File: src/source/fanout_pkg.sv
package fanout_pkg;

    ////////////////////////////////////////
    // Command frames
    ////////////////////////////////////////

    localparam int FRAME_BITS = 8;                          // Bits per command frame
    localparam int FRAME_COUNT_BITS = $clog2(FRAME_BITS);   // Bit position within a frame
    localparam logic [2:0] FRAME_HEADER = 3'b110;           // Required top three bits
    localparam logic [FRAME_BITS-1:0] IDLE_FRAME = 8'b11000001;
    localparam int LOCK_BITS = 6;                           // Saturating lock counter

    localparam int NFANOUT = 4;
    localparam logic [NFANOUT-1:0] INVERT_MASK = 4'b0101;   // Set bit inverts that line

    ////////////////////////////////////////
    // Register port
    ////////////////////////////////////////

    localparam int REG_DATA_BITS = 32;
    localparam int REG_ADDR_BITS = 10;
    localparam int REG_BUFFER_BIT = 9;                      // 1 selects the capture buffer
    localparam int REG_INDEX_BITS = 2;
    localparam int REG_DELAY_BITS = 8;

    localparam logic [REG_INDEX_BITS-1:0] REG_CONTROL = 2'd0;
    localparam logic [REG_INDEX_BITS-1:0] REG_OFFSETS = 2'd1;
    localparam logic [REG_INDEX_BITS-1:0] REG_DELAY = 2'd2;
    localparam logic [REG_INDEX_BITS-1:0] REG_CLEAN_ENABLE = 2'd3;

    localparam logic [REG_DELAY_BITS-1:0] REG_DELAY_DEFAULT = 8'd100;
    localparam logic REG_CLEAN_ENABLE_DEFAULT = 1'b1;

    ////////////////////////////////////////
    // Capture buffer
    ////////////////////////////////////////

    localparam int CAPTURE_DEPTH = 256;
    localparam int CAPTURE_ADDR_BITS = 8;
    localparam int CAPTURE_WORD_BITS = 18;                  // Trigger, header error, raw, clean

    typedef enum logic [1:0] {
        FILLING,
        WAITING,
        READING
    } capture_state_t;

    typedef struct packed {
        logic [2:0] header;
        logic [3:0] payload;
        logic       stop;
    } frame_fields_t;

    typedef union packed {
        logic [FRAME_BITS-1:0] bits;
        frame_fields_t         fields;
    } frame_word_t;

endpackage

File: src/source/frame_capture.sv
`timescale 1ns/1ps

module frame_capture
    import fanout_pkg::*;
(
    input  logic                          fast_clock_in,
    input  logic                          arstn,
    input  logic                          capture_restart,
    input  logic                          fast_command_in,
    input  logic                          fast_command_out,
    input  logic [FRAME_COUNT_BITS-1:0]   raw_offset,
    input  logic [FRAME_COUNT_BITS-1:0]   clean_offset,
    input  logic [REG_DELAY_BITS-1:0]     post_delay,
    output capture_state_t                capture_state,
    output logic                          debug_trig,
    output logic                          write_enable,
    output logic [CAPTURE_ADDR_BITS-1:0]  write_addr,
    output logic [CAPTURE_WORD_BITS-1:0]  write_data
);

    logic [FRAME_BITS:0]         raw_window;
    logic [FRAME_BITS:0]         clean_window;
    logic [FRAME_COUNT_BITS-1:0] frame_count;   // Modulo 8
    frame_word_t                 raw_frame;
    frame_word_t                 clean_frame;
    frame_word_t                 raw_frame_q;
    frame_word_t                 clean_frame_q;
    logic                        raw_error_q;   // Latched raw header error
    logic [REG_DELAY_BITS-1:0]   wait_count;    // Frames since the trigger
    logic                        capture_rstn;

    assign raw_frame.bits = raw_window[FRAME_BITS:1];
    assign clean_frame.bits = clean_window[FRAME_BITS:1];
    assign capture_rstn = arstn && !capture_restart;

    assign write_enable = capture_state != READING && frame_count == '0;
    assign write_data = {debug_trig, raw_error_q, raw_frame_q.bits, clean_frame_q.bits};

    ////////////////////////////////////////
    // Frame windows
    ////////////////////////////////////////

    always_ff @(posedge fast_clock_in or negedge arstn)
    begin
        if (!arstn)
        begin
            raw_window <= '0;
            clean_window <= '0;
            frame_count <= '0;
        end
        else
        begin
            raw_window <= {raw_window[FRAME_BITS-1:0], fast_command_in};
            clean_window <= {clean_window[FRAME_BITS-1:0], fast_command_out};
            frame_count <= frame_count + 1'b1;
        end
    end

    ////////////////////////////////////////
    // Latched entry and trigger FSM
    ////////////////////////////////////////

    always_ff @(posedge fast_clock_in or negedge capture_rstn)
    begin
        if (!capture_rstn)
        begin
            raw_frame_q <= '0;
            clean_frame_q <= '0;
            raw_error_q <= 1'b0;
            capture_state <= FILLING;
            debug_trig <= 1'b0;
            wait_count <= '0;
            write_addr <= '0;
        end
        else
        begin
            if (frame_count == raw_offset)
            begin
                raw_frame_q <= raw_frame;
                raw_error_q <= raw_frame.fields.header != FRAME_HEADER;
            end
            if (frame_count == clean_offset)
                clean_frame_q <= clean_frame;

            if (write_enable)
                write_addr <= write_addr + 1'b1;    // Wraps over the buffer

            case (capture_state)
                FILLING:
                begin
                    if (raw_error_q)
                    begin
                        capture_state <= WAITING;
                        debug_trig <= 1'b1;
                    end
                end
                WAITING:
                begin
                    if (frame_count == '0)
                    begin
                        debug_trig <= 1'b0;
                        wait_count <= wait_count + 1'b1;
                    end
                    if (wait_count == post_delay)
                        capture_state <= READING;
                end
                default: ;                          // READING holds the buffer
            endcase
        end
    end

endmodule

File: config.mk
export PLATFORM = sky130hd
export DESIGN_NAME = frame_capture
export DESIGN_NICKNAME = d
export VERILOG_FILES = /design/src/source/fanout_pkg.sv /design/src/source/frame_capture.sv
export SDC_FILE = /design/constraint.sdc
export NUM_CORES = 1
export LEC_CHECK = 0
export ABC_AREA = 1
export BUFFER_PORTS_ARGS = -buffer_cell sky130_fd_sc_hd__buf_4
export CAP_MARGIN = 15
export CORE_MARGIN = 1.5
export CORE_UTILIZATION = 55
export CTS_CLUSTER_SIZE = 8
export DETAILED_ROUTE_END_ITERATION = 10
export PLACE_DENSITY_LB_ADDON = 0.1
export SLEW_MARGIN = 20
export SYNTH_ARGS = -nofsm -noshare
export SYNTH_HDL_FRONTEND = slang
export SYNTH_SLANG_ARGS = --single-unit
File: constraint.sdc
create_clock -name fast_clock_in -period 3 [get_ports fast_clock_in]
set_input_delay 0.45 -clock fast_clock_in [delete_from_list [all_inputs] [get_ports fast_clock_in]]
set_output_delay 0.45 -clock fast_clock_in [all_outputs]
set_load 0.01 [all_outputs]
==> reports/results.tsv <==
metric	value	unit
ys_seq_area_share	55.3	%
clk_pin_slew	0.06	ns
ys_warn_count	0	
worst-path-max-fanout	7	
rsz0062_at_grt	false	
die_area	5110	µm²
overflow	0	
arrival	1.52	ns
synth_commonest_cells	nand2_1, dfrtp_1, inv_1	
grt_pass1_vias	1831	
clk-insertion-delay-late	0.32	ns
required	2.55	ns
tightest_slew	0.506	ns
powerDensity	547	nW/µm²
post_drt_wl_per_cell	12.3	µm
post-cts-setup-buffers	0	
grt_max_degree	23	
synthFlopType	dfrtp_1	
hold_violations	0	
reg2reg_from	frame_count[0]$_DFF_PN0_	
ctsHoldBuffers	0	
routed_wl	4510	µm
cp-startpoint	frame_count[0]$_DFF_PN0_	
grt_use_total	20.1	%
synthesis.area	2580	µm²
vdd_drop_max	0.387	mV
cts_buffers	9	
synth_top_area_cell	dfrtp_1	
fillers	356	
synth_nets	279	
hold_class	in2async	
drive_gt1_share	32.3	%
initial_core_util	58.1	%
status	complete, no violations	
grt_pass1_wl	7910	µm
post_cts_resized	0	
io_pins	49	
cts_sinks	57	
drv_slew	0	
synth_seq_cells	57	
htree_levels	3	
vias	1791	
period_minus_slack	1.97	ns
antenna_found_initial	0	
p_leak	1.65	nW
coreArea	4440	µm²
r2r_cells	8	
synth_top_area_share	55.3	%
critPathKind	reg2out	
synthCells	256	
maxSlewHeadroom	66.3	%
fin_nets	335	
insertedDiodeCount	0	
gp_congestion	0.749	
fmax	507	MHz
maxCapViolCount	0	
finalClockSkew	0.00494	ns
synth-edff-count	0	
avgSynthCellArea	10.1	µm²
fin_crit_sh	65.7	%
instances_no_fill	368	
route.detailed.drc	0	
die_w	71.5	µm
multi_input_area	943	µm²
synthTopCellsByArea	dfrtp_1, nand2_1, o21ai_2	
utilization	71.4	%
antenna_left	0	
dp_cells	353	
vias_per_cell	4.87	
setup_viol	0	
async_reset_ff_share	100	%
startpoint_type	flip-flop	
fin_tns_setup	0	ns
drt-initial-drc-count	113	
cts-root-buf	clkbuf_8	
end_kind	output port	
dp_hpwl	3320	µm
seq_area	1430	µm²
max-clock-path-buffers	2	
die_h	71.5	µm
synth.most_common_cell	nand2_1	
rows	24	
synth_cell_types	27	
port_buffers	48	
area_delta_synth_final	23.0	%
first_pass_iters	8	
cts_tree	yes	
[cells in the final DEF, fill, tap and decap left out, types with 2 or more instances in the layout]
| cell | synthesis | final |
|---|---|---|
| buf_4 | 2 | 50 |
| clkbuf_8 | 0 | 11 |
| clkinv_2 | 0 | 2 |
| dfrtp_1 | 57 | 57 |
| ha_1 | 4 | 4 |
| inv_1 | 41 | 41 |
| inv_2 | 4 | 4 |
| nand2_1 | 66 | 66 |
| nand2_2 | 3 | 3 |
| nand3_1 | 5 | 5 |
| nand3_4 | 2 | 2 |
| nand4_1 | 4 | 4 |
| nor2_1 | 12 | 11 |
| nor2_2 | 3 | 3 |
| nor2_4 | 1 | 2 |
| o21ai_0 | 2 | 2 |
| o21ai_1 | 2 | 2 |
| o21ai_2 | 18 | 18 |
| xnor2_1 | 9 | 9 |
| xnor2_4 | 2 | 2 |
| xor2_1 | 9 | 9 |
[critical path: stages (launching register included)]
cell     delay (ns)
dfrtp_1        0.43
inv_1          0.10
ha_1           0.19
nand2_2        0.07
a21oi_4        0.24
buf_4          0.18
[flip-flops by register name, indices dropped and copies added, names as in the netlist]
name           count
wait_count         8
raw_error_q        1
raw_frame_q        8
clean_window       9
capture_state      2
frame_count        3
debug_trig         1
clean_frame_q      8
write_addr         8
raw_window         9
[through the flow]
| step | hold slack [ns] | setup WS, ns | area (µm²) | power (mW) |
|---|---|---|---|---|
| after floorplan | 0.154 | 0.522 | 2580 | 0.956 |
| after global placement | 0.334 | 1.39 | 2980 | 1.05 |
| after detailed placement | 0.341 | 1.37 | 2980 | 1.06 |
| after CTS | 0.00496 | 1.01 | 3170 | 1.76 |
| after global routing | 0.0128 | 0.914 | 3170 | 1.81 |
| final | 0.00814 | 1.03 | 3170 | 1.74 |
[power breakdown]
group | switching [mW] | internal [mW]
Clock | 0.277 | 0.422
Combinational | 0.0954 | 0.0969
Sequential | 0.0277 | 0.818
Total | 0.400 | 1.34
[final timing paths]
kind | to | slack, ns
setup / recovery | write_enable | 1.03
hold reg to reg | clean_window[1]$_DFF_PN0_ | 0.35
min in group fast_clock_in | clean_window[0]$_DFF_PN0_ | 0.24
hold / removal | raw_window[5]$_DFF_PN0_ | 0.008
max in group asynchronous | write_addr[0]$_DFFE_PN0P_ | 2.12
setup reg to reg | wait_count[3]$_DFFE_PN0P_ | 1.50
[layer usage]
layer / track usage [%] / vias up / part of all wire [%]
li1: - / 888 / -
met1: 24.6 / 853 / 46
met2: 33.2 / 40 / 48
met3: 5.06 / 10 / 4.6
met4: 10.1 / 0 / 2.0
met5: 0 / - / 0
[cells by family after synthesis]
| kind of cell | Yosys count | synth area share [%] |
|---|---|---|
| simple gates | 99 | 17.6 |
| fa+ha+maj | 4 | 1.94 |
| compound gates | 26 | 8.54 |
| buf+inv | 50 | 8.44 |
| xor+xnor | 20 | 8.24 |
| flops | 57 | 55.3 |
[cell type report]
cell class                      instances  share of cell area (%)
Sequential cell                        57                    44.9
Multi-Input combinational cell        149                    29.7
Timing Repair Buffer                   50                    11.8
Inverter                               45                    5.32
Clock buffer                           12                    4.89
Tap cell                               52                    2.05
Clock inverter                          3                    1.26
(Power assumes the default switching activity.)
