==> src/source/fanout_pkg.sv <==
package fanout_pkg;

    ////////////////////////////////////////
    // Command frames
    ////////////////////////////////////////

    localparam int FRAME_BITS = 8;                          // Bits per command frame
    localparam int FRAME_COUNT_BITS = $clog2(FRAME_BITS);   // Bit position within a frame
    localparam logic [2:0] FRAME_HEADER = 3'b110;           // Required top three bits
    localparam logic [FRAME_BITS-1:0] IDLE_FRAME = 8'b11000001;
    localparam int LOCK_BITS = 6;                           // Saturating lock counter

    localparam int NFANOUT = 4;
    localparam logic [NFANOUT-1:0] INVERT_MASK = 4'b0101;   // Set bit inverts that line

    ////////////////////////////////////////
    // Register port
    ////////////////////////////////////////

    localparam int REG_DATA_BITS = 32;
    localparam int REG_ADDR_BITS = 10;
    localparam int REG_BUFFER_BIT = 9;                      // 1 selects the capture buffer
    localparam int REG_INDEX_BITS = 2;
    localparam int REG_DELAY_BITS = 8;

    localparam logic [REG_INDEX_BITS-1:0] REG_CONTROL = 2'd0;
    localparam logic [REG_INDEX_BITS-1:0] REG_OFFSETS = 2'd1;
    localparam logic [REG_INDEX_BITS-1:0] REG_DELAY = 2'd2;
    localparam logic [REG_INDEX_BITS-1:0] REG_CLEAN_ENABLE = 2'd3;

    localparam logic [REG_DELAY_BITS-1:0] REG_DELAY_DEFAULT = 8'd100;
    localparam logic REG_CLEAN_ENABLE_DEFAULT = 1'b1;

    ////////////////////////////////////////
    // Capture buffer
    ////////////////////////////////////////

    localparam int CAPTURE_DEPTH = 256;
    localparam int CAPTURE_ADDR_BITS = 8;
    localparam int CAPTURE_WORD_BITS = 18;                  // Trigger, header error, raw, clean

    typedef enum logic [1:0] {
        FILLING,
        WAITING,
        READING
    } capture_state_t;

    typedef struct packed {
        logic [2:0] header;
        logic [3:0] payload;
        logic       stop;
    } frame_fields_t;

    typedef union packed {
        logic [FRAME_BITS-1:0] bits;
        frame_fields_t         fields;
    } frame_word_t;

endpackage

==> src/source/frame_cleaner.sv <==
`timescale 1ns/1ps

module frame_cleaner
    import fanout_pkg::*;
(
    input  logic fast_clock_in,
    input  logic arstn,
    input  logic fast_command_in,
    input  logic clean_enable,
    output logic fast_command_out
);

    logic                        resync_command;  // Single resync stage
    logic [FRAME_BITS:0]         in_window;       // Top 8 bits form the candidate frame
    logic [FRAME_BITS:0]         out_shift;       // MSB drives the output
    logic [FRAME_COUNT_BITS-1:0] bit_count;       // Free running modulo 8
    logic [FRAME_COUNT_BITS-1:0] lock_pos;
    logic [LOCK_BITS-1:0]        lock_count;
    frame_word_t                 candidate;
    frame_word_t                 load_frame;
    logic                        header_match;
    logic                        at_lock;
    logic                        shifted_header;

    assign candidate.bits = in_window[FRAME_BITS:1];
    assign header_match = candidate.fields.header == FRAME_HEADER && candidate.fields.stop;
    assign at_lock = bit_count == lock_pos;

    // A header pattern one or two bits late marks a slipped frame
    assign shifted_header = in_window[FRAME_BITS-1 -: 3] == FRAME_HEADER
                         || in_window[FRAME_BITS-2 -: 3] == FRAME_HEADER;

    always_comb
    begin
        if (clean_enable && (!header_match || shifted_header))
            load_frame.bits = IDLE_FRAME;       // Damaged frame replaced
        else
            load_frame = candidate;
    end

    assign fast_command_out = out_shift[FRAME_BITS];

    ////////////////////////////////////////
    // Input resync and window
    ////////////////////////////////////////

    always_ff @(posedge fast_clock_in or negedge arstn)
    begin
        if (!arstn)
        begin
            resync_command <= 1'b0;
            in_window <= '0;
        end
        else
        begin
            resync_command <= fast_command_in;
            in_window <= {in_window[FRAME_BITS-1:0], resync_command};
        end
    end

    ////////////////////////////////////////
    // Lock tracking and output frame
    ////////////////////////////////////////

    always_ff @(posedge fast_clock_in or negedge arstn)
    begin
        if (!arstn)
        begin
            bit_count <= '0;
            lock_pos <= '0;
            lock_count <= '0;
            out_shift <= '0;
        end
        else
        begin
            bit_count <= bit_count + 1'b1;

            if (lock_count == '0)
            begin
                if (header_match)
                begin
                    lock_pos <= bit_count;      // First match sets the frame phase
                    lock_count <= 'd1;
                end
            end
            else if (at_lock)
            begin
                if (!header_match)
                    lock_count <= lock_count - 1'b1;
                else if (lock_count != '1)
                    lock_count <= lock_count + 1'b1;    // Saturates at 63
            end
            else if (header_match)
                lock_count <= lock_count - 1'b1;        // Match off phase

            if (at_lock)
                out_shift <= {out_shift[FRAME_BITS-1], load_frame.bits};
            else
                out_shift <= {out_shift[FRAME_BITS-1:0], 1'b0};
        end
    end

endmodule

==> config.mk <==
export PLATFORM = sky130hd
export DESIGN_NAME = frame_cleaner
export DESIGN_NICKNAME = d
export VERILOG_FILES = /design/src/source/fanout_pkg.sv /design/src/source/frame_cleaner.sv
export SDC_FILE = /design/constraint.sdc
export NUM_CORES = 1
export LEC_CHECK = 0
export ABC_AREA = 1
export BUFFER_PORTS_ARGS = -buffer_cell sky130_fd_sc_hd__buf_2
export CAP_MARGIN = 20
export CORE_MARGIN = 1
export CORE_UTILIZATION = 54
export DETAILED_ROUTE_END_ITERATION = 12
export GPL_TIMING_DRIVEN = 0
export HOLD_SLACK_MARGIN = 0.03
export PLACE_DENSITY_LB_ADDON = 0.05
export SYNTH_ARGS = -nofsm -noshare
export SYNTH_HDL_FRONTEND = slang
export SYNTH_SLANG_ARGS = --single-unit
export TNS_END_PERCENT = 5
==> constraint.sdc <==
create_clock -name fast_clock_in -period 1.5 [get_ports fast_clock_in]
set_clock_uncertainty 0.1 [all_clocks]
set_input_delay 0 -clock fast_clock_in [delete_from_list [all_inputs] [get_ports fast_clock_in]]
set_output_delay 0 -clock fast_clock_in [all_outputs]
set_load 0.03 [all_outputs]
==> flow_summary.ini, run 1 <==
[run_status]
status = complete, no violations

[worst_setup_path]
critical_path.max_fanout = 5
r2r-start = lock_count[1]
path_class = register to register
end_kind = register
rrSetupSlack_ps = 20
cp.depth = 8
cp.arrival_ps = 1660
crit_top_cell = nand2_1
critPathLaunchType = register
crit_required_ps = 1670
slowest_delay_ps = 410
cp_top_family = simple AND/OR/NAND/NOR gates
r2r_end = lock_count[5]
critical-path-slowest-cell = dfrtp_1
reg2reg_depth = 8
path_cells = ha_2 -> nand3_2 -> nor2_2 -> nand4_1 -> nand2_4 -> buf_12 -> nand2_1 -> nand2_1
critical_path_buf_inv_count = 1

[floorplan]
start_util_pct = 59.32
io_pins = 5
die_area_sq_um = 3063
fp.dieH_um = 55.34
rows = 18
core-area_sq_um = 2590
die_w_um = 55.34

[finish]
fillers = 207
antenna-diode-count = 0
syn2layout_area_growth_pct = 19.71
finalNonFillerCells = 221
nNetsFinal = 198
layout-drive-gt1-share_pct = 35.60
fin_area_sq_um = 1839

[timing]
max-slew-margin-rel_pct = 55.99
finalCritPeriodShare_pct = 98.99
fmax_mhz = 673.5
grt_setup_unrepaired = yes
drv_slew = 0
finalCriticalPeriod_ps = 1485
setup_violations = 0
worstMarginPinSlew_ps = 660.2
hold_viol_final = 0

[detailed_routing]
drtPass1Iterations = 4
routed_via_density = 5.176
post-route-drc-count = 0
via_count = 1144
antenna_left = 0
wl_um = 2788
drtIter0Drc = 32
detail_route.wl_per_cell_um = 12.62

[grt]
antenna_found_initial = 0
grt_util_all_layers_pct = 20.66
grt_pass1_vias = 1122
overflow = 0
grt_max_degree = 32
grt_first_pass_wirelength_um = 4830

[pwr]
switching_share_pct = 40.29
seqPwrFrac_pct = 34.7
leakagePower_nw = 0.8978
p_total_mw = 3.464
peakVddDrop_mv = 1.462
power_density_nw_per_um2 = 1884
clockPowerShare_pct = 15.7
combPwrFrac_pct = 49.6
p_switching_mw = 1.396
p_int_mw = 2.069

[synth]
ys_seq_area_share_pct = 50.49
synth_seq_cells = 31
synth_area_sq_um = 1536
syn_avg_cell_area_sq_um = 9.200
synth_fp_nets = 175
ys.warnings.count = 0
synthCells = 167
ys_types = 23

[clock_network]
path_clk_slew_ps = 90
cts-buffers-inserted = 5
cts_sinks = 31
clk_latency_ps = 330
ctsRootBufferMaster = clkbuf_4
cts_max_level = 2
tritoncts = yes
cts_buffer_depth = 2

[placed_design]
dpl_cell_area_sq_um = 1594
gp_congestion = 0.8151
placed_cells = 201
dpl.hpwl_um = 1914
io_buffers = 4

[job]
drv_cap = 0

[min_path]
hold_path.class = input pin to async pin
==> worst max-delay path by stage <==
stage                    endpoint     startpoint  slack, ps
floorplan           lock_count[0]  lock_count[0]         50
global placement    lock_count[0]  lock_count[1]       -100
detailed placement  lock_count[0]  lock_count[1]       -160
CTS                 lock_count[1]  lock_count[0]         10
global route        lock_count[5]  lock_count[0]        -80
finish              lock_count[5]  lock_count[1]         20
==> logic make-up (layout without fill, tap and decap cells) <==
logic type | count (synthesis) | in the layout | share of synthesized area, %
AOI/OAI and AO/OA | 18 | 18 | 8.061
xor gates and xnor gates | 7 | 7 | 3.990
adders and majority gates | 4 | 4 | 3.257
buffers and inverters | 21 | 45 | 6.595
DFF | 31 | 31 | 50.49
and+or+nand+nor | 86 | 86 | 27.61
==> what timing repair did <==
action,in CTS,in global routing
resized for setup,6,17
setup buffers,8,1
pin swaps,7,7
endpoints found under the hold margin,37,0
hold buffers,3,0
setup endpoints to repair,13,13
==> through the flow <==
step | util [%] | hold WS, ps | setup TNS [ps] | setup slack [ps]
3_5_place_dp | 61.55 | -21.69 | -969.3 | -160.8
2_1_floorplan | - | -395.6 | 0 | 47.74
6_report | 71.01 | 127.3 | 0 | 15.22
4_1_cts | 68.94 | 145.4 | 0 | 11.21
3_3_place_gp | 61.55 | -41.93 | -506.2 | -99.18
5_1_grt | 71.01 | 171.9 | -611.5 | -78.65
==> flip-flops by register name, indices dropped and copies added (netlist names) <==
name / flops
lock_count: 6
bit_count: 3
out_shift: 9
lock_pos: 3
resync_command: 1
in_window: 9
==> layout by cell type (no fill, tap or decap), types with 3 or more instances in the layout <==
cell type	n
xor2_1	4
nand2_2	14
o21ai_0	5
buf_4	10
nand3_2	5
nand3_1	6
o21ai_2	8
nor2_4	3
nor2_1	6
o21ai_1	4
clkbuf_4	5
inv_1	12
buf_2	4
nand2_1	43
inv_2	3
dfrtp_1	31
nand4_1	3
nor2_2	4
dlygate4sd3_1	3
==> power groups by stage <==
stage / clock network, mW / registers [mW] / logic, mW
floorplan: 0 / 1.20 / 1.13
global placement: 0 / 1.20 / 1.34
detailed placement: 0 / 1.21 / 1.41
CTS: 0.570 / 1.20 / 1.57
global route: 0.607 / 1.22 / 1.91
finish: 0.544 / 1.20 / 1.72
==> layer usage <==
layer | GRT usage, % | wire [um] | up-vias
met4 | 11.79 | 63 | 0
li1 | - | - | 572
met2 | 32.53 | 1345 | 16
met1 | 24.92 | 1290 | 548
met3 | 6.557 | 89 | 8
met5 | 0 | 0 | -
==> cell type report <==
type | count | area [sq um] | area share, %
Timing Repair Buffer | 16 | 130.1 | 7.075
Buffer | 4 | 37.54 | 2.041
Sequential cell | 31 | 775.7 | 42.18
Tap cell | 30 | 37.54 | 2.041
Multi-Input combinational cell | 115 | 723.2 | 39.32
Inverter | 17 | 66.31 | 3.605
Clock buffer | 8 | 68.82 | 3.742
==> synth_stat cells, drive strengths merged <==
| library cell | n | area (sq um) |
|---|---|---|
| buf | 4 | 37.53 |
| clkinv | 1 | 3.750 |
| dfrtp | 31 | 775.7 |
| ha | 4 | 50.05 |
| inv | 16 | 60.05 |
| nand2 | 58 | 242.7 |
| nand3 | 11 | 70.07 |
| nand4 | 4 | 40.04 |
| nor2 | 13 | 71.32 |
| o21ai | 17 | 111.4 |
| o31ai | 1 | 12.51 |
| xnor2 | 3 | 26.28 |
| xor2 | 4 | 35.03 |
==> worst reg2reg max path: stages, from the launching register on <==
cell	delay, ps
dfrtp_1	410
ha_2	210
nand3_2	80
nor2_2	90
nand4_1	150
nand2_4	170
buf_12	130
nand2_1	40
nand2_1	60
No activity file was read; power rests on OpenSTA's default activity.
==> run 2, diff against run 1 <==
--- a/config.mk
+++ b/config.mk
@@ -9,9 +9,8 @@
 export BUFFER_PORTS_ARGS = -buffer_cell sky130_fd_sc_hd__buf_2
 export CAP_MARGIN = 20
 export CORE_MARGIN = 1
-export CORE_UTILIZATION = 54
+export CORE_UTILIZATION = 45
 export DETAILED_ROUTE_END_ITERATION = 12
-export GPL_TIMING_DRIVEN = 0
 export HOLD_SLACK_MARGIN = 0.03
 export PLACE_DENSITY_LB_ADDON = 0.05
 export SYNTH_ARGS = -nofsm -noshare
==> flow_summary.ini, run 2 (synthesized netlist as in run 1, its figures left out) <==
[floorplan]
rows = 20
fp.dieH_um = 60.43
io_pins = 5
start_util_pct = 48.73
die_area_sq_um = 3652
core-area_sq_um = 3153
die_w_um = 60.43

[timing]
drv_slew = 0
fmax_mhz = 666.0
setup_violations = 1
grt_setup_unrepaired = yes
max-slew-margin-rel_pct = 55.87
timing.hold.ws_ps = 140.7
setup_ws_ps = -1.473
worstMarginPinSlew_ps = 662.0
finalCriticalPeriod_ps = 1501
hold_viol_final = 0
fin_tns_setup_ps = -1.473
finalCritPeriodShare_pct = 100.1

[grt]
grt_first_pass_wirelength_um = 4774
antenna_found_initial = 0
overflow = 0
grt_max_degree = 32
grt_pass1_vias = 1159
grt_util_all_layers_pct = 18.15

[finish]
syn2layout_area_growth_pct = 19.63
final_core_util_pct = 58.29
nNetsFinal = 203
top_regs = in_window: 9 flops, out_shift: 9 flops, lock_count: 6 flops
finalNonFillerCells = 240
layout-drive-gt1-share_pct = 32.65
layout_commonest_cell = nand2_1
antenna-diode-count = 0
final_cell_mix = nand2_1, dfrtp_1, buf_4

[detailed_routing]
wl_um = 2747
drtPass1Iterations = 4
drt-met1-wl_um = 1285
routed_via_density = 4.754
route.met3.wl_um = 72
met2WireLength_um = 1354
post-route-drc-count = 0
drtIter0Drc = 90
via_count = 1141
antenna_left = 0
detail_route.wl_per_cell_um = 11.45
top_layer = met4

[worst_setup_path]
crit_required_ps = 1610
path_class = register to register
cp.arrival_ps = 1610
critPathLaunchType = register
path_cells = ha_2 -> nand3_2 -> nor2_1 -> nand4_1 -> nand2_4 -> inv_2 -> nand2_1 -> o21ai_1
cp_top_family = simple AND/OR/NAND/NOR gates
critical-path-slowest-cell = dfrtp_1
critical_path.max_fanout = 7
critical_path_buf_inv_count = 1
slowest_delay_ps = 410
end_kind = register

[placed_design]
dpl.hpwl_um = 2000
placed_cells = 225
io_buffers = 4
gp_congestion = 0.8064

[clock_network]
cts_max_level = 2
clk_latency_ps = 320
tritoncts = yes
ctsRootBufferMaster = clkbuf_4
cts-buffers-inserted = 5
cts_sinks = 31
path_clk_slew_ps = 90
cts_buffer_depth = 2

[pwr]
leakagePower_nw = 0.8933
p_int_mw = 1.981
switching_share_pct = 40.76
p_total_mw = 3.343
peakVddDrop_mv = 0.7610
clockPowerShare_pct = 13.3
combPwrFrac_pct = 49.0
power_density_nw_per_um2 = 1819
p_switching_mw = 1.363
seqPwrFrac_pct = 37.8

[run_status]
status = finished, violations left
violations = setup timing

[job]
drv_cap = 0

[min_path]
hold_path.class = input pin to async pin
run 2: changes by cell type in the layout (fill, tap and decap cells not counted), moves of 2 or more:
| cell | change |
|---|---|
| buf_6 | -2 |
| clkbuf_8 | -2 |
| nand2_2 | -4 |
| nor2_1 | +2 |
| nand3_2 | -2 |
| nand2_1 | +4 |
| nor2_2 | -2 |
| buf_4 | +8 |
| o21ai_1 | +2 |
run 2: layer usage:
metal	up-vias	track usage, %
met4	0	9.740
li1	581	-
met3	6	4.478
met5	-	0
met2	18	30.30
met1	536	21.66
run 2: path summary, 6_finish.rpt:
| check | startpoint | cells after the start | slack (ps) | endpoint |
|---|---|---|---|---|
| max in group asynchronous | arstn | 2 | 690 | lock_count[3] |
| min | arstn | 2 | 140 | out_shift[6] |
| min in group fast_clock_in | fast_command_in | 2 | 230 | resync_command |
| min reg2reg | in_window[0] | 0 | 260 | in_window[1] |
| max reg2reg | lock_count[0] | 8 | -1 | lock_count[0] |
| max | lock_count[0] | 8 | -1 | lock_count[0] |
run 2: final cells by class:
class                           count  area, sq um
Clock buffer                        7        45.04
Clock inverter                      1        5.005
Fill cell                         289         1315
Inverter                           17        63.81
Multi-Input combinational cell    115        706.9
Sequential cell                    31        777.0
Tap cell                           44        55.05
Timing Repair Buffer               25        185.2
run 2: power by group through the flow:
| stage | clock (mW) | sequential, mW | combinational [mW] |
|---|---|---|---|
| after floorplan | 0 | 1.20 | 1.13 |
| final | 0.445 | 1.26 | 1.64 |
| after detailed placement | 0 | 1.26 | 1.41 |
| after CTS | 0.470 | 1.25 | 1.45 |
| after global routing | 0.507 | 1.29 | 1.85 |
| after global placement | 0 | 1.26 | 1.39 |
run 2: stage by stage:
stage	worst slack [ps]	cell area (sq um)
global route	-95.27	1838
detailed placement	8.291	1679
finish	-1.473	1838
CTS	6.721	1767
floorplan	47.74	1536
global placement	49.03	1679
run 2: timing repair:
item | 4_1_cts | 5_1_grt
pin swaps | 0 | 6
endpoints found under the hold margin | 39 | 0
resized for setup | 0 | 16
gates cloned | 0 | 0
setup buffers | 1 | 3
setup endpoints to repair | 3 | 11
hold buffers | 3 | 0
