==> src/source/fanout_pkg.sv <==
package fanout_pkg;

    ////////////////////////////////////////
    // Command frames
    ////////////////////////////////////////

    localparam int FRAME_BITS = 8;                          // Bits per command frame
    localparam int FRAME_COUNT_BITS = $clog2(FRAME_BITS);   // Bit position within a frame
    localparam logic [2:0] FRAME_HEADER = 3'b110;           // Required top three bits
    localparam logic [FRAME_BITS-1:0] IDLE_FRAME = 8'b11000001;
    localparam int LOCK_BITS = 6;                           // Saturating lock counter

    localparam int NFANOUT = 4;
    localparam logic [NFANOUT-1:0] INVERT_MASK = 4'b0101;   // Set bit inverts that line

    ////////////////////////////////////////
    // Register port
    ////////////////////////////////////////

    localparam int REG_DATA_BITS = 32;
    localparam int REG_ADDR_BITS = 10;
    localparam int REG_BUFFER_BIT = 9;                      // 1 selects the capture buffer
    localparam int REG_INDEX_BITS = 2;
    localparam int REG_DELAY_BITS = 8;

    localparam logic [REG_INDEX_BITS-1:0] REG_CONTROL = 2'd0;
    localparam logic [REG_INDEX_BITS-1:0] REG_OFFSETS = 2'd1;
    localparam logic [REG_INDEX_BITS-1:0] REG_DELAY = 2'd2;
    localparam logic [REG_INDEX_BITS-1:0] REG_CLEAN_ENABLE = 2'd3;

    localparam logic [REG_DELAY_BITS-1:0] REG_DELAY_DEFAULT = 8'd100;
    localparam logic REG_CLEAN_ENABLE_DEFAULT = 1'b1;

    ////////////////////////////////////////
    // Capture buffer
    ////////////////////////////////////////

    localparam int CAPTURE_DEPTH = 256;
    localparam int CAPTURE_ADDR_BITS = 8;
    localparam int CAPTURE_WORD_BITS = 18;                  // Trigger, header error, raw, clean

    typedef enum logic [1:0] {
        FILLING,
        WAITING,
        READING
    } capture_state_t;

    typedef struct packed {
        logic [2:0] header;
        logic [3:0] payload;
        logic       stop;
    } frame_fields_t;

    typedef union packed {
        logic [FRAME_BITS-1:0] bits;
        frame_fields_t         fields;
    } frame_word_t;

endpackage

==> src/source/control_registers.sv <==
`timescale 1ns/1ps

module control_registers
    import fanout_pkg::*;
(
    input  logic                          fast_clock_in,
    input  logic                          arstn,
    input  logic [REG_ADDR_BITS-1:0]      reg_addr,
    input  logic                          reg_write,
    input  logic                          reg_read,
    input  logic [REG_DATA_BITS-1:0]      reg_wdata,
    output logic [REG_DATA_BITS-1:0]      reg_rdata,
    output logic                          reg_ack,
    input  capture_state_t                capture_state,
    input  logic [CAPTURE_WORD_BITS-1:0]  buffer_rdata,
    output logic                          clean_enable,
    output logic                          capture_restart,
    output logic [FRAME_COUNT_BITS-1:0]   raw_offset,
    output logic [FRAME_COUNT_BITS-1:0]   clean_offset,
    output logic [REG_DELAY_BITS-1:0]     post_delay
);

    logic                      reg_sel;         // Register range addressed
    logic [REG_INDEX_BITS-1:0] reg_index;
    logic [REG_DATA_BITS-1:0]  register_word;   // Read value of the addressed register
    logic [REG_DATA_BITS-1:0]  read_q;
    logic                      buffer_sel_q;    // Last read went to the buffer

    assign reg_sel = !reg_addr[REG_BUFFER_BIT];
    assign reg_index = reg_addr[REG_INDEX_BITS-1:0];

    always_comb
    begin
        register_word = '0;
        case (reg_index)
            REG_CONTROL:
            begin
                register_word[REG_DATA_BITS-1 -: 2] = capture_state;
                register_word[0] = capture_restart;
            end
            REG_OFFSETS:      register_word[2*FRAME_COUNT_BITS-1:0] = {clean_offset, raw_offset};
            REG_DELAY:        register_word[REG_DELAY_BITS-1:0] = post_delay;
            REG_CLEAN_ENABLE: register_word[0] = clean_enable;
        endcase
    end

    // Buffer data comes straight from the memory's read register
    assign reg_rdata = buffer_sel_q
                     ? {{(REG_DATA_BITS-CAPTURE_WORD_BITS){1'b0}}, buffer_rdata}
                     : read_q;

    always_ff @(posedge fast_clock_in or negedge arstn)
    begin
        if (!arstn)
        begin
            reg_ack <= 1'b0;
            capture_restart <= 1'b0;
            raw_offset <= '0;
            clean_offset <= '0;
            post_delay <= REG_DELAY_DEFAULT;
            clean_enable <= REG_CLEAN_ENABLE_DEFAULT;
            read_q <= '0;
            buffer_sel_q <= 1'b0;
        end
        else
        begin
            reg_ack <= reg_write || reg_read;   // One cycle after the strobe
            capture_restart <= 1'b0;            // Held for one cycle only

            if (reg_write && reg_sel)
            begin
                case (reg_index)
                    REG_CONTROL: capture_restart <= reg_wdata[0];
                    REG_OFFSETS:
                    begin
                        raw_offset <= reg_wdata[FRAME_COUNT_BITS-1:0];
                        clean_offset <= reg_wdata[2*FRAME_COUNT_BITS-1 -: FRAME_COUNT_BITS];
                    end
                    REG_DELAY:        post_delay <= reg_wdata[REG_DELAY_BITS-1:0];
                    REG_CLEAN_ENABLE: clean_enable <= reg_wdata[0];
                endcase
            end

            if (reg_read)
            begin
                buffer_sel_q <= !reg_sel;
                read_q <= register_word;
            end
        end
    end

endmodule

==> config.mk <==
export PLATFORM = sky130hd
export DESIGN_NAME = control_registers
export DESIGN_NICKNAME = d
export VERILOG_FILES = /design/src/source/fanout_pkg.sv /design/src/source/control_registers.sv
export SDC_FILE = /design/constraint.sdc
export NUM_CORES = 1
export LEC_CHECK = 0
export BUFFER_PORTS_ARGS = -buffer_cell sky130_fd_sc_hd__buf_2
export CORE_ASPECT_RATIO = 1.25
export CORE_MARGIN = 2
export CORE_UTILIZATION = 42
export DETAILED_ROUTE_END_ITERATION = 12
export GPL_ROUTABILITY_DRIVEN = 0
export GPL_TIMING_DRIVEN = 0
export PLACE_DENSITY = 0.84
export REMOVE_ABC_BUFFERS = 1
export SLEW_MARGIN = 5
export SYNTH_ARGS = -nofsm -noshare
export SYNTH_HDL_FRONTEND = slang
export SYNTH_SLANG_ARGS = --single-unit
==> constraint.sdc <==
create_clock -name fast_clock_in -period 1.44 [get_ports fast_clock_in]
set_input_delay 0.288 -clock fast_clock_in [delete_from_list [all_inputs] [get_ports fast_clock_in]]
set_output_delay 0.288 -clock fast_clock_in [all_outputs]
set_load 0.03 [all_outputs]
==> out/metrics.sh, run 1 <==
RUN_STATUS='complete, but fails checks'
VIOLATIONS='setup timing'
NUMBER_OF_GLOBAL_ROUTE_VIAS_BEFORE_REPAIR=1276
SYNTH_AREA_PER_CELL_SQ_UM=10.6
DP.FINAL_HPWL_UM=2410
GR-USAGE-ALL-LAYERS_PCT=18.6
MAX_FREQ_MHz=636
CP-STARTPOINT='buffer_sel_q'
AREA_GROWTH_SYN_TO_LAYOUT_PCT=49.1
INITIAL_UTILIZATION_PCT=44.5
DESIGN.FINAL.NETS=287
CRITPATHCAPTURE='reg_rdata[10]'
CORE_REGION_AREA_SQ_UM=3280
FINAL_HOLD_VIOL_COUNT=0
SYNTH_SEQUENTIAL_AREA_RATIO_PCT=48.3
WORST-R2R-SETUP-SLACK_NS=0.21
VDD_IR_DROP_MAX_V=0.00105
CLKTRANSATPATHREGS_NS=0.10
SYNTHCELLS=138
CP.BUFFERS_INVERTERS=2
IO_PINS=115
REQUIRED_NS=1.15
AVGROUTEDWIREPERCELL_UM=15.5
CLOCK_POWER_SHARE_PCT=19.5
OVERFLOW=0
SLEW-LIMIT-HEADROOM_PCT=59.0
DIE_WIDTH_UM=56.8
CRITPATHLAUNCHTYPE='flop'
WORST_R2R_PATH_DEPTH=3
TIMING_WORST_SETUP_PATH_TYPE='reg2out'
DETAILED_ROUTE_WL_UM=3890
CTS_TREE='yes'
WORST_PIN_SLEW_NS=0.615
SETUP_TOTAL_NEGATIVE_SLACK_NS=-2.28
TIMING.RR.END='buffer_sel_q'
P_PER_AREA_nW_PER_UM2=1150
PATH_DEPTH=3
FINALMAXSLEWVIOLATIONS=0
TOTAL_LEAKAGE_POWER_nW=1.11
ANTENNA_FOUND_INITIAL=0
HOLD-WORST-SLACK_NS=0.0153
CLOCKBUFFERDEPTH=2
CRIT_PATH_MAX_FO=7
SYNTH-WARNING-COUNT=0
COMBINATIONAL_GROUP_SHARE_OF_TOTAL_POWER_PCT=39.9
TIMING.CLOCK.SKEW_NS=0.00243
DRT_ITER0_DRC=52
PLACE.PORT_BUFFERS=71
CTS_ROOT_BUFFER_TYPE='clkbuf_8'
CP_SLOWEST_CELL='dfrtp_4'
SETUP_VIOL=20
FIRST_PASS_GRT_WIRE_LENGTH_UM=5750
LAYOUT_CELL_SHARE_WITH_DRIVE_STRENGTH_BEYOND_1_PCT=63.1
POSTROUTEANTENNANETS=0
SYNTH_CELL_TYPES=21
FINALWORSTPATHREQUIREDPERIOD_NS=1.57
CRIT_PATH_CELL_TRACE='clkbuf_16 > and2_4 > buf_6'
POST-LAYOUT-TOTAL-POWER_W=0.00252
REMAINING_DRC_ERRORS=0
MAX_CAP_VIOLS=0
INTERNAL_PORTION_OF_TOTAL_POWER_W=0.00158
TIMING.CRITICAL_PATH.MAX_DELAY_FAMILY='flip-flops'
VIA_PER_INST=5.20
POWER_SWITCHING_W=0.000940
VIAS=1306
FLOORPLAN.ROWS=23
SYN-CELL-AREA_SQ_UM=1460
FP.DIEAREA_SQ_UM=3970
TIMING.FINAL.WS_SETUP_NS=-0.133
CTS.HTREE.LEVELS=1
YS_FF_LATCH=28
CTS_HOLD_BUFFERS=0
FINAL_UTIL_PCT=66.4
SEQ_POWER_SHARE_PCT=40.6
DIODES=0
TRITONCTS.NUM_BUFFERS=3
CLOCK_SINK_COUNT=28
GRT_START_MAX_NET_PINS=29
WORST-ENDPOINT-ARRIVAL_NS=1.28
RSZ0062_AT_GRT='yes'
R2R_START='buffer_sel_q'
DIE_Y_UM=70.0
PRECTSSETUPSLACK_NS=-0.126
WORST_SETUP_PATH_END_KIND='output port'
POWER.SHARE.SWITCHING_PCT=37.4
DRT-PASS1-ITER-COUNT=6
CLKLATENCYLATEPIN_NS=0.27
CPPEAKSTAGEDELAY_NS=0.56
TIMING.HOLD.WORST.CLASS='in2async'
TIMING.FINAL.CRIT_SHARE_PCT=109
[routing by layer]
metal / global-route usage, % / part of all wire [%] / up-vias
met1: 18.7 / 35 / 621
met5: 0 / 0 / -
li1: - / - / 591
met2: 37.0 / 56 / 83
met4: 6.98 / 2.0 / 0
met3: 2.78 / 6.8 / 11
[logic make-up after synthesis]
logic type                 after synthesis  synth area share [%]
AOI/OAI and AO/OA                       25                  10.3
adders and majority gates                6                  5.14
buffers and inverters                   30                  11.1
DFF                                     28                  48.3
muxes                                   16                  12.3
other                                    1                 0.257
and+or+nand+nor                         32                  12.6
[area by class of cell]
type,count,area (sq um)
fillers,241,1100
multi-input cells,91,742
flip-flops and latches,28,709
repair buffers,78,578
clock buffers,4,55.1
inverters,13,48.8
well taps,37,46.3
[cell usage in the layout, fill, tap and decap left out]
cell type  synthesis  final
buf_12             0      1
mux2_2            16     16
nor2_2             0      1
and2_4             0     10
dfrtp_4            0      1
clkbuf_16          0      1
nand3_1            4      4
nor2b_4            1      1
nand2_2            0      5
ha_1               6      6
or2_2              1      1
o21ai_2            0      6
inv_1             13     13
clkbuf_8           0      4
buf_6              0     24
o21ai_4            0      2
nand2_1           10      3
a222oi_1           1      1
dfrtp_1           24     23
dfstp_2            4      4
o21ai_0           13      5
buf_4             12      1
and2_1            11      1
a22oi_1            5      5
nor2_4             0      1
nand2_4            2      4
conb_1             1     12
o22ai_1            6      6
buf_2              4     51
and3_2             1      1
[worst min-delay path by stage]
| stage | start | endpoint | depth (start not counted) |
|---|---|---|---|
| final | arstn | clean_offset[2] | 1 |
| after global routing | arstn | raw_offset[2] | 1 |
| after CTS | arstn | clean_offset[2] | 1 |
| after detailed placement | arstn | clean_offset[2] | 1 |
| after global placement | arstn | clean_offset[2] | 1 |
| after floorplan | arstn | buffer_sel_q | 0 |
[power by group through the flow]
stage / clock, W / sequential [W] / combinational (W)
finish: 0.000490 / 0.00102 / 0.00100
detailed placement: 0 / 0.00104 / 0.000786
global placement: 0 / 0.00103 / 0.000773
CTS: 0.000496 / 0.00102 / 0.000928
floorplan: 0 / 0.00122 / 0.000346
global route: 0.000525 / 0.00104 / 0.00106
[sequential cells by signal (all words and copies together) (netlist names)]
| name | flops |
|---|---|
| clean_offset | 3 |
| read_q | 10 |
| clean_enable | 1 |
| post_delay | 8 |
| capture_restart | 1 |
| buffer_sel_q | 1 |
| raw_offset | 3 |
| reg_ack | 1 |
[synthesized netlist by cell type (all sizes together)]
cell type / n / area share (%)
and3: 1 / 0.51
dfstp: 4 / 7.2
o21ai: 13 / 4.5
buf: 16 / 7.5
nor2: 2 / 0.51
and2: 11 / 4.7
dfrtp: 24 / 41
inv: 13 / 3.3
clkbuf: 1 / 0.26
nor2b: 1 / 0.94
ha: 6 / 5.1
nand2: 12 / 4.1
a22oi: 5 / 2.6
or2: 1 / 0.43
a222oi: 1 / 0.68
o22ai: 6 / 2.6
mux2: 16 / 12
conb: 1 / 0.26
nand3: 4 / 1.4
[metrics by stage]
step                std cells  area (sq um)
floorplan                 132          1390
global placement          240          1790
detailed placement        240          1790
CTS                       249          2050
global route              251          2180
finish                    251          2180
[repair_timing]
item | CTS | global route
setup buffers | 5 | 1
cloned | 0 | 1
endpoints found under the setup margin | 20 | 20
resized for setup | 67 | 24
endpoints found under the hold margin | 0 | 0
pin swaps | 0 | 8
(Power assumes the default switching activity.)
==> run 2: changes to the inputs <==
CORE_UTILIZATION = 35   (was 42)
PLACE_DENSITY = 0.74   (was 0.84)
clock period = 1.3 ns   (was 1.44 ns; I/O delays follow)
==> out/metrics.sh, run 2 (synthesis results as in run 1) <==
REQUIRED_NS=1.04  # -0.11 ns
COMBINATIONAL_GROUP_SHARE_OF_TOTAL_POWER_PCT=37.1  # -2.8 points
DRT-PASS1-ITER-COUNT=4  # -2
SETUP_VIOL=20  # unchanged
CORE_REGION_AREA_SQ_UM=4030  # +23%
CTS_ROOT_BUFFER_TYPE='clkbuf_8'
IO_PINS=115  # unchanged
TIMING.CLOCK.SKEW_NS=0.00278  # +0.000346 ns
ANTENNA_FOUND_INITIAL=0  # unchanged
GR-USAGE-ALL-LAYERS_PCT=14.6  # -3.9 points
NUMBER_OF_GLOBAL_ROUTE_VIAS_BEFORE_REPAIR=1228  # -3.8%
PLACE.PORT_BUFFERS=71  # unchanged
DIE_Y_UM=76.2  # +9.0%
POSTROUTEANTENNANETS=0  # unchanged
R2R_START='post_delay[0]'
SLEW-LIMIT-HEADROOM_PCT=57.7  # -1.3 points
TIMING.FINAL.CRIT_SHARE_PCT=117
CTS_TREE='yes'
REMAINING_DRC_ERRORS=0  # unchanged
VDD_IR_DROP_MAX_V=0.000672  # -36%
FINALMAXSLEWVIOLATIONS=0  # unchanged
FINALWORSTPATHREQUIREDPERIOD_NS=1.52
POWER_SWITCHING_W=0.000994  # +5.8%
OVERFLOW=0  # unchanged
FINAL_UTIL_PCT=52.9  # -13 points
DESIGN.FINAL.NETS=283  # -1.4%
TRITONCTS.NUM_BUFFERS=3  # unchanged
CLOCK_SINK_COUNT=28  # unchanged
CLKTRANSATPATHREGS_NS=0.09  # about the same
DETAILED_ROUTE_WL_UM=3440  # -12%
TOP_REGS='read_q (10), post_delay (8)'
MAX_FREQ_MHz=658
TOTAL_LEAKAGE_POWER_nW=1.07  # -3.5%
LAYOUT_CELL_SHARE_WITH_DRIVE_STRENGTH_BEYOND_1_PCT=59.5  # -3.6 points
CLOCKBUFFERDEPTH=2  # unchanged
P_PER_AREA_nW_PER_UM2=1340  # +16%
TIMING_WORST_SETUP_PATH_TYPE='reg2out'
PRECTSSETUPSLACK_NS=-0.182  # -0.0568 ns
RSZ0062_AT_GRT='yes'
LARGEST_REGISTER_FF_COUNT=10  # unchanged
FINAL_HOLD_VIOL_COUNT=1  # +1
FIRST_PASS_GRT_WIRE_LENGTH_UM=5300  # -7.8%
RUN_STATUS='complete, but fails checks'
WORST_SETUP_PATH_END_KIND='output port'
VIA_PER_INST=4.62  # -11%
FP.DIEAREA_SQ_UM=4710  # +19%
CRIT_PATH_MAX_FO=13  # +6
REGMOSTFLOPS='read_q'
MOST_USED_CELLS_IN_THE_LAYOUT_EXCLUDING_FILL_AND_TAP_CELLS='buf_2 (47), dfrtp_1 (23), buf_6 (18)'
TIMING.FINAL.WS_SETUP_NS=-0.219  # -0.0859 ns
DIODES=0  # unchanged
HOLD-WORST-SLACK_NS=-0.00225  # -0.0176 ns
GRT_START_MAX_NET_PINS=29  # unchanged
MAX_CAP_VIOLS=0  # unchanged
CLOCK_POWER_SHARE_PCT=23.8  # +4.3 points
WORST_PIN_SLEW_NS=0.634  # +0.0189 ns
VIAS=1229  # -5.9%
MOSTFREQUENTLAYOUTCELL='buf_2'
CP-STARTPOINT='buffer_sel_q'
INTERNAL_PORTION_OF_TOTAL_POWER_W=0.00186  # +18%
WORST-ENDPOINT-ARRIVAL_NS=1.26  # -0.02 ns
DRT_ITER0_DRC=20  # -62%
FLOORPLAN.ROWS=26  # +13%
POWER.SHARE.SWITCHING_PCT=34.8  # -2.6 points
TIMING.HOLD.WORST.CLASS='in2async'
CRITPATHLAUNCHTYPE='flop'
DP.FINAL_HPWL_UM=2350  # -2.3%
AVGROUTEDWIREPERCELL_UM=12.9  # -17%
VIOLATIONS='hold timing, setup timing'
CTS_HOLD_BUFFERS=0  # unchanged
AREA_GROWTH_SYN_TO_LAYOUT_PCT=46.1
INITIAL_UTILIZATION_PCT=36.2  # -8.3 points
CLKLATENCYLATEPIN_NS=0.27  # about the same
CTS.HTREE.LEVELS=1  # unchanged
WORST-R2R-SETUP-SLACK_NS=0.20  # about the same
SETUP_TOTAL_NEGATIVE_SLACK_NS=-3.74  # -1.46 ns
SEQ_POWER_SHARE_PCT=39.2  # -1.4 points
DIE_WIDTH_UM=61.8  # +8.9%
-- run 2: changes by cell type in the layout (fill, tap and decap cells not counted), sizes merged --
| cell | before | now |
|---|---|---|
| clkbuf | 5 | 3 |
| buf | 77 | 74 |
| bufinv | 0 | 1 |
-- run 2: metal layers --
metal  part of all wire (%)  vias to the layer above  global-route usage [%]  routed length, um
met2                     54                       55                    27.4               1870
met3                    7.3                        2                    2.38                250
met1                     38                      593                    15.8               1300
met4                   0.67                        0                    4.47                 23
li1                       -                      579                       -                  -
met5                      0                        -                       0                  0
-- run 2: cell type report --
type	count	area [sq um]
tap	56	70.1
clock inverter	1	30.0
clock buffer	3	41.3
multi-input combinational	91	706
sequential	28	709
inverter	13	48.8
timing repair buffer	74	531
fill	370	1900
-- run 2: critical path, cell delays in order (launching register included) --
cell and delay [ns]:
dfrtp_4 0.52, buf_12 0.16, o21ai_2 0.15, buf_6 0.15
-- run 2: power groups by stage --
stage                     Clock [W]  Combinational, W  Sequential [W]
after CTS                  0.000708          0.000990         0.00111
after detailed placement          0          0.000870         0.00115
after floorplan                   0          0.000383         0.00135
after global routing       0.000740           0.00113         0.00114
after global placement            0          0.000857         0.00114
final                      0.000679           0.00106         0.00112
-- run 2: what timing repair did --
| action | CTS | global route |
|---|---|---|
| resized for setup | 46 | 36 |
| setup endpoints to repair | 20 | 25 |
| pin swaps | 0 | 1 |
| buffers inserted | 3 | 0 |
| gates cloned | 0 | 0 |
-- run 2: worst paths after layout --
check | to | cells past startpoint
worst min register to register | clean_offset[1] | 1
min in group fast_clock_in | reg_ack | 2
worst max-delay path | reg_rdata[4] | 3
worst min-delay path | post_delay[4] | 1
worst max register to register | read_q[0] | 3
max in group asynchronous | buffer_sel_q | 1
-- run 2: through the flow --
step,total power (W),instance area (sq um),std cells
global route,0.00301,2140,266
floorplan,0.00173,1390,132
global placement,0.00200,1810,259
CTS,0.00281,2030,266
detailed placement,0.00202,1810,259
finish,0.00286,2140,266
